==> config.mk <==
export PLATFORM = sky130hd
export DESIGN_NAME = zx_input_top
export DESIGN_NICKNAME = d
export VERILOG_FILES = /design/src/zx_bus_pkg.sv /design/src/zx_input_pkg.sv /design/src/spi_byte_rx.sv /design/src/input_cmd_decoder.sv /design/src/zx_input_regs.sv /design/src/zx_port_wb.sv /design/src/zx_input_top.sv
export SDC_FILE = /design/constraint.sdc
export NUM_CORES = 1
export LEC_CHECK = 0
export BUFFER_PORTS_ARGS = -buffer_cell sky130_fd_sc_hd__buf_2
export CAP_MARGIN = 0
export CELL_PAD_IN_SITES_DETAIL_PLACEMENT = 1
export CELL_PAD_IN_SITES_GLOBAL_PLACEMENT = 2
export CORE_MARGIN = 2
export CORE_UTILIZATION = 45
export DETAILED_ROUTE_END_ITERATION = 12
export GPL_TIMING_DRIVEN = 0
export PLACE_DENSITY = 0.86
export SLEW_MARGIN = 20
export SYNTH_ARGS = -nofsm -noshare
export SYNTH_HDL_FRONTEND = slang
export SYNTH_SLANG_ARGS = --single-unit
export TNS_END_PERCENT = 30
==> constraint.sdc <==
create_clock -name fclk -period 4.65 [get_ports fclk]
set_clock_uncertainty 0.15 [all_clocks]
set_input_delay 0.6975 -clock fclk [delete_from_list [all_inputs] [get_ports fclk]]
set_output_delay 0.6975 -clock fclk [all_outputs]
set_load 0.05 [all_outputs]
==> src/zx_bus_pkg.sv <==
// port bus definitions for the input subsystem
// wishbone request/response structs and the spectrum port map

package zx_bus_pkg;

	// cpu side port address and data
	typedef logic [15:0] port_addr_t;
	typedef logic [7:0] port_data_t;

	// wishbone classic request, host to slave
	typedef struct packed
	{
		logic cyc;
		logic stb;
		logic we;
		port_addr_t adr;
		port_data_t dat; // write data, ignored by these ports
	} wb_req_t;

	// wishbone classic response, slave to host
	typedef struct packed
	{
		logic ack;
		port_data_t dat;
	} wb_rsp_t;

	// low address byte of each port
	// a real spectrum maps every even port to the keyboard, only FE here
	localparam port_data_t kbd_port_lo = 8'hFE;
	localparam port_data_t mus_port_lo = 8'hDF; // kempston mouse, high byte picks the register
	localparam port_data_t joy_port_lo = 8'h1F; // kempston joystick

	// floating bus value
	localparam port_data_t idle_data = 8'hFF;

endpackage

==> src/zx_input_pkg.sv <==
// input side definitions
// spi frame commands, load targets and key matrix sizes

package zx_input_pkg;

	// key matrix, 8 half-rows of 5 keys
	localparam int kbd_bits  = 40;
	localparam int kbd_rows  = 8;
	localparam int kbd_cols  = 5;
	localparam int kbd_bytes = kbd_bits / 8; // data bytes in a keyboard frame

	typedef logic [kbd_cols-1:0] key_row_t; // answer of the matrix, active low

	// first byte of a frame from the controller
	typedef enum logic [7:0]
	{
		cmd_kbd     = 8'h01, // 5 data bytes
		cmd_mus_x   = 8'h02, // 1 data byte
		cmd_mus_y   = 8'h03, // 1 data byte
		cmd_mus_btn = 8'h04, // 1 data byte
		cmd_joy     = 8'h05  // 1 data byte
	} spi_cmd_e;

	// which register a completed frame writes
	typedef enum logic [2:0]
	{
		ld_kbd,
		ld_mus_x,
		ld_mus_y,
		ld_mus_btn,
		ld_joy
	} load_target_e;

	// load request from the frame decoder
	typedef struct packed
	{
		logic valid; // one cycle pulse
		load_target_e target;
		logic [kbd_bits-1:0] data; // single byte commands use bits 7:0
	} input_load_t;

endpackage

==> src/spi_byte_rx.sv <==
// spi mode 0 byte receiver
// pins are synchronized into fclk, bytes assembled msb first

module spi_byte_rx
(
	input  logic fclk,
	input  logic rst_n,
	input  logic sclk,
	input  logic mosi,
	input  logic cs_n,
	output zx_bus_pkg::port_data_t rx_byte,
	output logic rx_valid,
	output logic frame_active
);

	logic [1:0] sclk_sync;
	logic [1:0] mosi_sync;
	logic [1:0] cs_sync;
	logic sclk_d; // previous synced sclk
	logic sclk_rise;
	logic [2:0] bit_cnt;
	logic [7:0] shift;

	always_ff @(posedge fclk or negedge rst_n)
	begin
		if (!rst_n)
		begin
			sclk_sync <= 2'b00;
			mosi_sync <= 2'b00;
			cs_sync   <= 2'b11; // deselected
			sclk_d    <= 1'b0;
		end
		else
		begin
			sclk_sync <= {sclk_sync[0], sclk};
			mosi_sync <= {mosi_sync[0], mosi};
			cs_sync   <= {cs_sync[0], cs_n};
			sclk_d    <= sclk_sync[1];
		end
	end

	assign sclk_rise = sclk_sync[1] & ~sclk_d;

	always_ff @(posedge fclk or negedge rst_n)
	begin
		if (!rst_n)
		begin
			bit_cnt  <= 3'd0;
			rx_valid <= 1'b0;
		end
		else
		begin
			rx_valid <= 1'b0;
			if (cs_sync[1])
				bit_cnt <= 3'd0; // realign on every frame
			else if (sclk_rise)
			begin
				bit_cnt <= bit_cnt + 3'd1;
				if (bit_cnt == 3'd7)
					rx_valid <= 1'b1;
			end
		end
	end

	// data path, mosi sampled with the same sync delay as sclk
	always_ff @(posedge fclk)
	begin
		if (sclk_rise)
		begin
			shift <= {shift[6:0], mosi_sync[1]};
			if (bit_cnt == 3'd7)
				rx_byte <= {shift[6:0], mosi_sync[1]};
		end
	end

	assign frame_active = ~cs_sync[1];

endmodule

==> src/input_cmd_decoder.sv <==
// spi frame decoder
// first byte selects the target, data bytes are collected into one load

module input_cmd_decoder
(
	input  logic fclk,
	input  logic rst_n,
	input  zx_bus_pkg::port_data_t rx_byte,
	input  logic rx_valid,
	input  logic frame_active,
	output zx_input_pkg::input_load_t load
);

	typedef enum logic [1:0]
	{
		wait_cmd,
		collect,
		skip
	} state_e;

	state_e state;
	zx_input_pkg::load_target_e tgt;
	logic [2:0] last_idx;  // index of the final data byte
	logic [2:0] idx;       // current data byte
	logic ld_valid;
	logic [zx_input_pkg::kbd_bits-1:0] shadow;

	// command decode
	zx_input_pkg::load_target_e cmd_tgt;
	logic [2:0] cmd_last;
	logic cmd_known;

	always_comb
	begin
		cmd_tgt   = zx_input_pkg::ld_kbd;
		cmd_last  = 3'd0;
		cmd_known = 1'b1;
		case (zx_input_pkg::spi_cmd_e'(rx_byte))
			zx_input_pkg::cmd_kbd:
			begin
				cmd_tgt  = zx_input_pkg::ld_kbd;
				cmd_last = 3'(zx_input_pkg::kbd_bytes - 1);
			end
			zx_input_pkg::cmd_mus_x:   cmd_tgt = zx_input_pkg::ld_mus_x;
			zx_input_pkg::cmd_mus_y:   cmd_tgt = zx_input_pkg::ld_mus_y;
			zx_input_pkg::cmd_mus_btn: cmd_tgt = zx_input_pkg::ld_mus_btn;
			zx_input_pkg::cmd_joy:     cmd_tgt = zx_input_pkg::ld_joy;
			default:                   cmd_known = 1'b0;
		endcase
	end

	always_ff @(posedge fclk or negedge rst_n)
	begin
		if (!rst_n)
		begin
			state    <= wait_cmd;
			tgt      <= zx_input_pkg::ld_kbd;
			last_idx <= 3'd0;
			idx      <= 3'd0;
			ld_valid <= 1'b0;
		end
		else
		begin
			ld_valid <= 1'b0;
			if (!frame_active)
				state <= wait_cmd; // partial frame is dropped here
			else if (rx_valid)
			begin
				case (state)
					wait_cmd:
					begin
						tgt      <= cmd_tgt;
						last_idx <= cmd_last;
						idx      <= 3'd0;
						state    <= cmd_known ? collect : skip;
					end
					collect:
					begin
						idx <= idx + 3'd1;
						if (idx == last_idx)
						begin
							ld_valid <= 1'b1;
							state    <= skip; // trailing bytes ignored
						end
					end
					default: ;
				endcase
			end
		end
	end

	// byte i lands in bits 8i+7:8i
	always_ff @(posedge fclk)
	begin
		if (frame_active && rx_valid && state == collect)
			shadow[{idx, 3'b000} +: 8] <= rx_byte;
	end

	assign load = '{valid: ld_valid, target: tgt, data: shadow};

endmodule

==> src/zx_input_regs.sv <==
// keyboard, mouse and joystick state
// forms the key matrix answer and the kempston mouse byte for the port bus

module zx_input_regs
(
	input  logic fclk,
	input  logic rst_n,
	input  zx_input_pkg::input_load_t load,
	input  logic [7:0] zah,
	output zx_input_pkg::key_row_t kbd_row,
	output zx_bus_pkg::port_data_t mus_byte,
	output logic [4:0] joy_bits
);

	logic [zx_input_pkg::kbd_bits-1:0] kbd; // 1 = key pressed
	zx_bus_pkg::port_data_t mus_x;
	zx_bus_pkg::port_data_t mus_y;
	zx_bus_pkg::port_data_t mus_btn;
	zx_input_pkg::key_row_t kout;

	always_ff @(posedge fclk or negedge rst_n)
	begin
		if (!rst_n)
		begin
			kbd      <= '0;
			mus_x    <= '0;
			mus_y    <= '0;
			mus_btn  <= '0;
			joy_bits <= '0;
		end
		else if (load.valid)
		begin
			case (load.target)
				zx_input_pkg::ld_kbd:     kbd      <= load.data;
				zx_input_pkg::ld_mus_x:   mus_x    <= load.data[7:0];
				zx_input_pkg::ld_mus_y:   mus_y    <= load.data[7:0];
				zx_input_pkg::ld_mus_btn: mus_btn  <= load.data[7:0];
				zx_input_pkg::ld_joy:     joy_bits <= load.data[4:0];
				default: ;
			endcase
		end
	end

	// wired-and over all selected half-rows
	// column j of row r is key bit r+8j, output bit 4-j
	always_comb
	begin
		kout = '1;
		for (int r = 0; r < zx_input_pkg::kbd_rows; r++)
		begin
			for (int j = 0; j < zx_input_pkg::kbd_cols; j++)
			begin
				if (!zah[r] && kbd[r + 8*j])
					kout[zx_input_pkg::kbd_cols-1-j] = 1'b0;
			end
		end
	end

	assign kbd_row = kout;

	// FADF buttons, FBDF x, FFDF y
	assign mus_byte = zah[0] ? (zah[2] ? mus_y : mus_x) : mus_btn;

endmodule

==> src/zx_port_wb.sv <==
// wishbone classic slave for the input ports
// decodes the low address byte, ack and read data registered

module zx_port_wb
(
	input  logic fclk,
	input  logic rst_n,
	input  zx_bus_pkg::wb_req_t wb_req,
	output zx_bus_pkg::wb_rsp_t wb_rsp,
	output logic [7:0] zah,
	input  zx_input_pkg::key_row_t kbd_row,
	input  zx_bus_pkg::port_data_t mus_byte,
	input  logic [4:0] joy_bits
);

	logic req;
	logic served; // request seen last cycle, blocks a second ack
	logic ack_q;
	zx_bus_pkg::port_data_t dat_q;
	zx_bus_pkg::port_data_t rd_data;

	assign req = wb_req.cyc & wb_req.stb;
	assign zah = wb_req.adr[15:8];

	always_comb
	begin
		case (wb_req.adr[7:0])
			zx_bus_pkg::kbd_port_lo: rd_data = {3'b111, kbd_row};
			zx_bus_pkg::mus_port_lo: rd_data = mus_byte;
			zx_bus_pkg::joy_port_lo: rd_data = {3'b000, joy_bits};
			default:                 rd_data = zx_bus_pkg::idle_data;
		endcase
	end

	always_ff @(posedge fclk or negedge rst_n)
	begin
		if (!rst_n)
		begin
			ack_q  <= 1'b0;
			served <= 1'b0;
		end
		else
		begin
			ack_q  <= req & ~served;
			served <= req; // clears once stb drops
		end
	end

	// writes only get the ack
	always_ff @(posedge fclk)
	begin
		if (req && !served && !wb_req.we)
			dat_q <= rd_data;
	end

	assign wb_rsp = '{ack: ack_q, dat: dat_q};

endmodule

==> src/zx_input_top.sv <==
// input subsystem top
// spi receiver, frame decoder, state registers and port bus slave

module zx_input_top
(
	input  logic fclk,
	input  logic rst_n,
	input  logic sclk,
	input  logic mosi,
	input  logic cs_n,
	input  zx_bus_pkg::wb_req_t wb_req,
	output zx_bus_pkg::wb_rsp_t wb_rsp
);

	zx_bus_pkg::port_data_t rx_byte;
	logic rx_valid;
	logic frame_active;
	zx_input_pkg::input_load_t load;
	logic [7:0] zah;
	zx_input_pkg::key_row_t kbd_row;
	zx_bus_pkg::port_data_t mus_byte;
	logic [4:0] joy_bits;

	spi_byte_rx u_rx (.fclk(fclk), .rst_n(rst_n), .sclk(sclk), .mosi(mosi), .cs_n(cs_n),
		.rx_byte(rx_byte), .rx_valid(rx_valid), .frame_active(frame_active));

	input_cmd_decoder u_dec (.fclk(fclk), .rst_n(rst_n), .rx_byte(rx_byte),
		.rx_valid(rx_valid), .frame_active(frame_active), .load(load));

	zx_input_regs u_regs (.fclk(fclk), .rst_n(rst_n), .load(load), .zah(zah),
		.kbd_row(kbd_row), .mus_byte(mus_byte), .joy_bits(joy_bits));

	zx_port_wb u_wb (.fclk(fclk), .rst_n(rst_n), .wb_req(wb_req), .wb_rsp(wb_rsp),
		.zah(zah), .kbd_row(kbd_row), .mus_byte(mus_byte), .joy_bits(joy_bits));

endmodule

==> run metrics <==
GRT Total Usage=0.203; post_cts resized=0; Root Driver=clkbuf_16; Setup Crit Path Kind=reg2reg; DR vias/cell=5.41; largest net degree at the start of global routing=72; Critical Path Start Type=register; worst path required time=4.55 ns; Total Nets Final=595; Critical Path Sink Type=register; commonest non-fill, non-tap cell in the layout=dfrtp_1; Slew Limit Fails=0; chip height=124 um; Mapped Cells=502; Synth area leaders=dfrtp_1 (35%), edfxtp_1 (29%), mux2_2 (7.6%), and2_1 (3.7%), o21ai_0 (2.5%); gpl congestion=0.797; # diodes=0; DRC viols=0; Pleak=3.20 nW; commonest cells after routing, fill and taps aside=dfrtp_1 (90), edfxtp_1 (63), mux2_2 (44), nand2_1 (42), buf_2 (41); Min-Delay Path Class=reg2reg; worst path arrival time=3.18 ns; Final ANT Viol Nets=0; sequential area share after synthesis=0.645; Cell Chain, Critical Path=clkbuf_1 > inv_1 > ha_1 > ha_1 > nand2b_1 > nor4_4 > nor2b_1; area leader, netlist=dfrtp_1; FF+latch count, synth=155; Warnings, synthesis=0; setup TNS=0 ns; CTS tree=done; DR pass1 iterations=4; hpwl dp=10200 um; async set-reset flop share out of synthesis=0.594; clock share of power=0.501; Slowest cell on crit path=nor2b_1; clk slew on worst S/H paths=0.06 ns; grt ovf=0; cell area after synthesis=0.00651 mm2; FP Rows=43; Via Count=4050; Yosys cell types=47; Syn-to-layout area delta=16.8%; Switching Share=0.194; number of flops mapped to enable cells by yosys=63; number of global-route vias before repair=4326; post-route insts no fill=748; layout cells sized above 1=0.246; I/O Pins=41; Max Cap Violations=0; Worst-Margin Slew=0.931 ns; Fmax=305 MHz; CORE AREA=0.0140 mm2; minimum clock period=3.27 ns; Sequential Power Share=0.475; VDD IR max=260 uV; status=completed; Combinational Power Share=0.024; Syn Nets=542; Starting Density=0.465; DR WL/cell=19.7 um; family with the most delay on the worst path=simple AND/OR/NAND/NOR gates; Worst Path Buf+Inv=2; pwr dens=397 mW/mm2; clk sinks=155; DIE AREA=0.0154 mm2; Int Power=2.43 mW; highest net fanout along the worst path=10; Port-buffer cells=32; critical path's largest stage delay=0.63 ns; Primary FF master, synth=dfrtp_1; CTS Buf Count=17; Cells after DPL=715; CTS Buffer Depth=2; final hold violations=0; Yosys top cell area share=0.346; initial antenna violation count=0; Syn Area/Cell=13.0 um2; Rel. slew slack=0.375; Final Cycle Share=0.704; Routed WL=14700 um; H-tree depth=4; switching power=0.587 mW; Setup Viol. Count Final=0; die width=124 um; clock latency on the worst-skew pair=0.42 ns; Iter 0 DRT Violations=335; fill cell count=1428; first-pass GRT wire length=24100 um; RSZ-0062 raised after global routing=no; most used cell, CP=ha_1
==> layout make-up <==
class	count	area, um2	share of cell area
multi-input cells	298	2120	0.279
flip-flops and latches	155	4200	0.552
repair buffers	34	204	0.0268
well taps	180	225	0.0296
clock inverters	12	193	0.0254
plain buffers	18	83.8	0.0110
clock buffers	20	458	0.0603
inverters	31	116	0.0153
==> worst register-to-register path, stage by stage (launching register included) <==
cell and delay [ns]:
dfrtp_1 0.41, clkbuf_1 0.43, inv_1 0.13, ha_1 0.27, ha_1 0.37, nand2b_1 0.20
nor4_4 0.31, nor2b_1 0.63
==> metrics by stage <==
stage	cell area, um2	hold slack [ns]	util	setup WS (ns)	power (mW)
6_report	7600	0.197	0.543	1.38	3.02
5_1_grt	7600	0.202	0.543	1.11	3.12
3_5_place_dp	6930	0.187	0.496	1.35	1.53
2_1_floorplan	6510	0.181	-	1.77	1.49
4_1_cts	7590	0.201	0.543	1.33	3.04
3_3_place_gp	6890	0.187	0.493	1.31	1.53
==> synthesized netlist by cell type, drive strengths merged (8+ instances only) <==
master,count
ha,8
and2,44
edfxtp,63
mux2i,11
inv,31
nand2b,21
nor2,19
o22ai,10
mux2,44
o21ai,34
dfrtp,90
nand2,42
buf,11
==> state kept, by name, indices dropped and copies added (netlist names), 3 cells and up <==
| register | count |
|---|---|
| u_dec.shadow | 40 |
| u_regs.kbd | 40 |
| u_regs.mus_btn | 8 |
| u_regs.mus_x | 8 |
| u_regs.mus_y | 8 |
| u_rx.rx_byte | 8 |
| u_wb.dat_q | 8 |
| u_rx.shift | 7 |
| u_regs.joy_bits | 5 |
| u_dec.idx | 3 |
| u_dec.tgt | 3 |
| u_rx.bit_cnt | 3 |
==> power groups by stage <==
stage,combinational (mW),clock [mW],sequential (mW)
final,0.0734,1.51,1.43
after global placement,0.0674,0,1.46
after global routing,0.0806,1.61,1.43
after CTS,0.0748,1.54,1.43
after detailed placement,0.0738,0,1.46
after floorplan,0.0206,0,1.47
==> what timing repair did <==
item                      4_1_cts  5_1_grt
hold buffers                    1        0
buffers inserted                0        0
hold endpoints to repair       19        0
==> routing by layer <==
layer,GRT usage,wire length (um),vias to the layer above,share of wire
met4,0.0674,242,0,0.016
li1,-,-,1872,-
met2,0.335,7420,68,0.50
met1,0.264,6580,2092,0.45
met3,0.0515,474,18,0.032
met5,0,0,-,0
==> logic make-up (layout without fill, tap and decap cells) <==
kind of cell	Yosys count	count (layout)	share of synthesized area
fa+ha+maj	8	8	0.0154
mux	55	55	0.0931
flops	155	155	0.645
simple gates	164	164	0.144
compound gates	68	68	0.0681
xor+xnor	3	3	0.00404
buf+inv	49	115	0.0308
==> worst paths after layout <==
path	from	endpoint	slack (ns)	cells past startpoint
max	u_dec.idx[0]	u_dec.shadow[5]	1.38	7
min	u_rx.mosi_sync[0]	u_rx.mosi_sync[1]	0.20	0
max reg2reg	u_dec.idx[0]	u_dec.shadow[5]	1.38	7
min reg2reg	u_rx.mosi_sync[0]	u_rx.mosi_sync[1]	0.20	0
max in group asynchronous	rst_n	u_regs.kbd[31]	3.20	3
min in group asynchronous	rst_n	u_dec.tgt[2]	0.53	2
(Power assumes the default switching activity.)
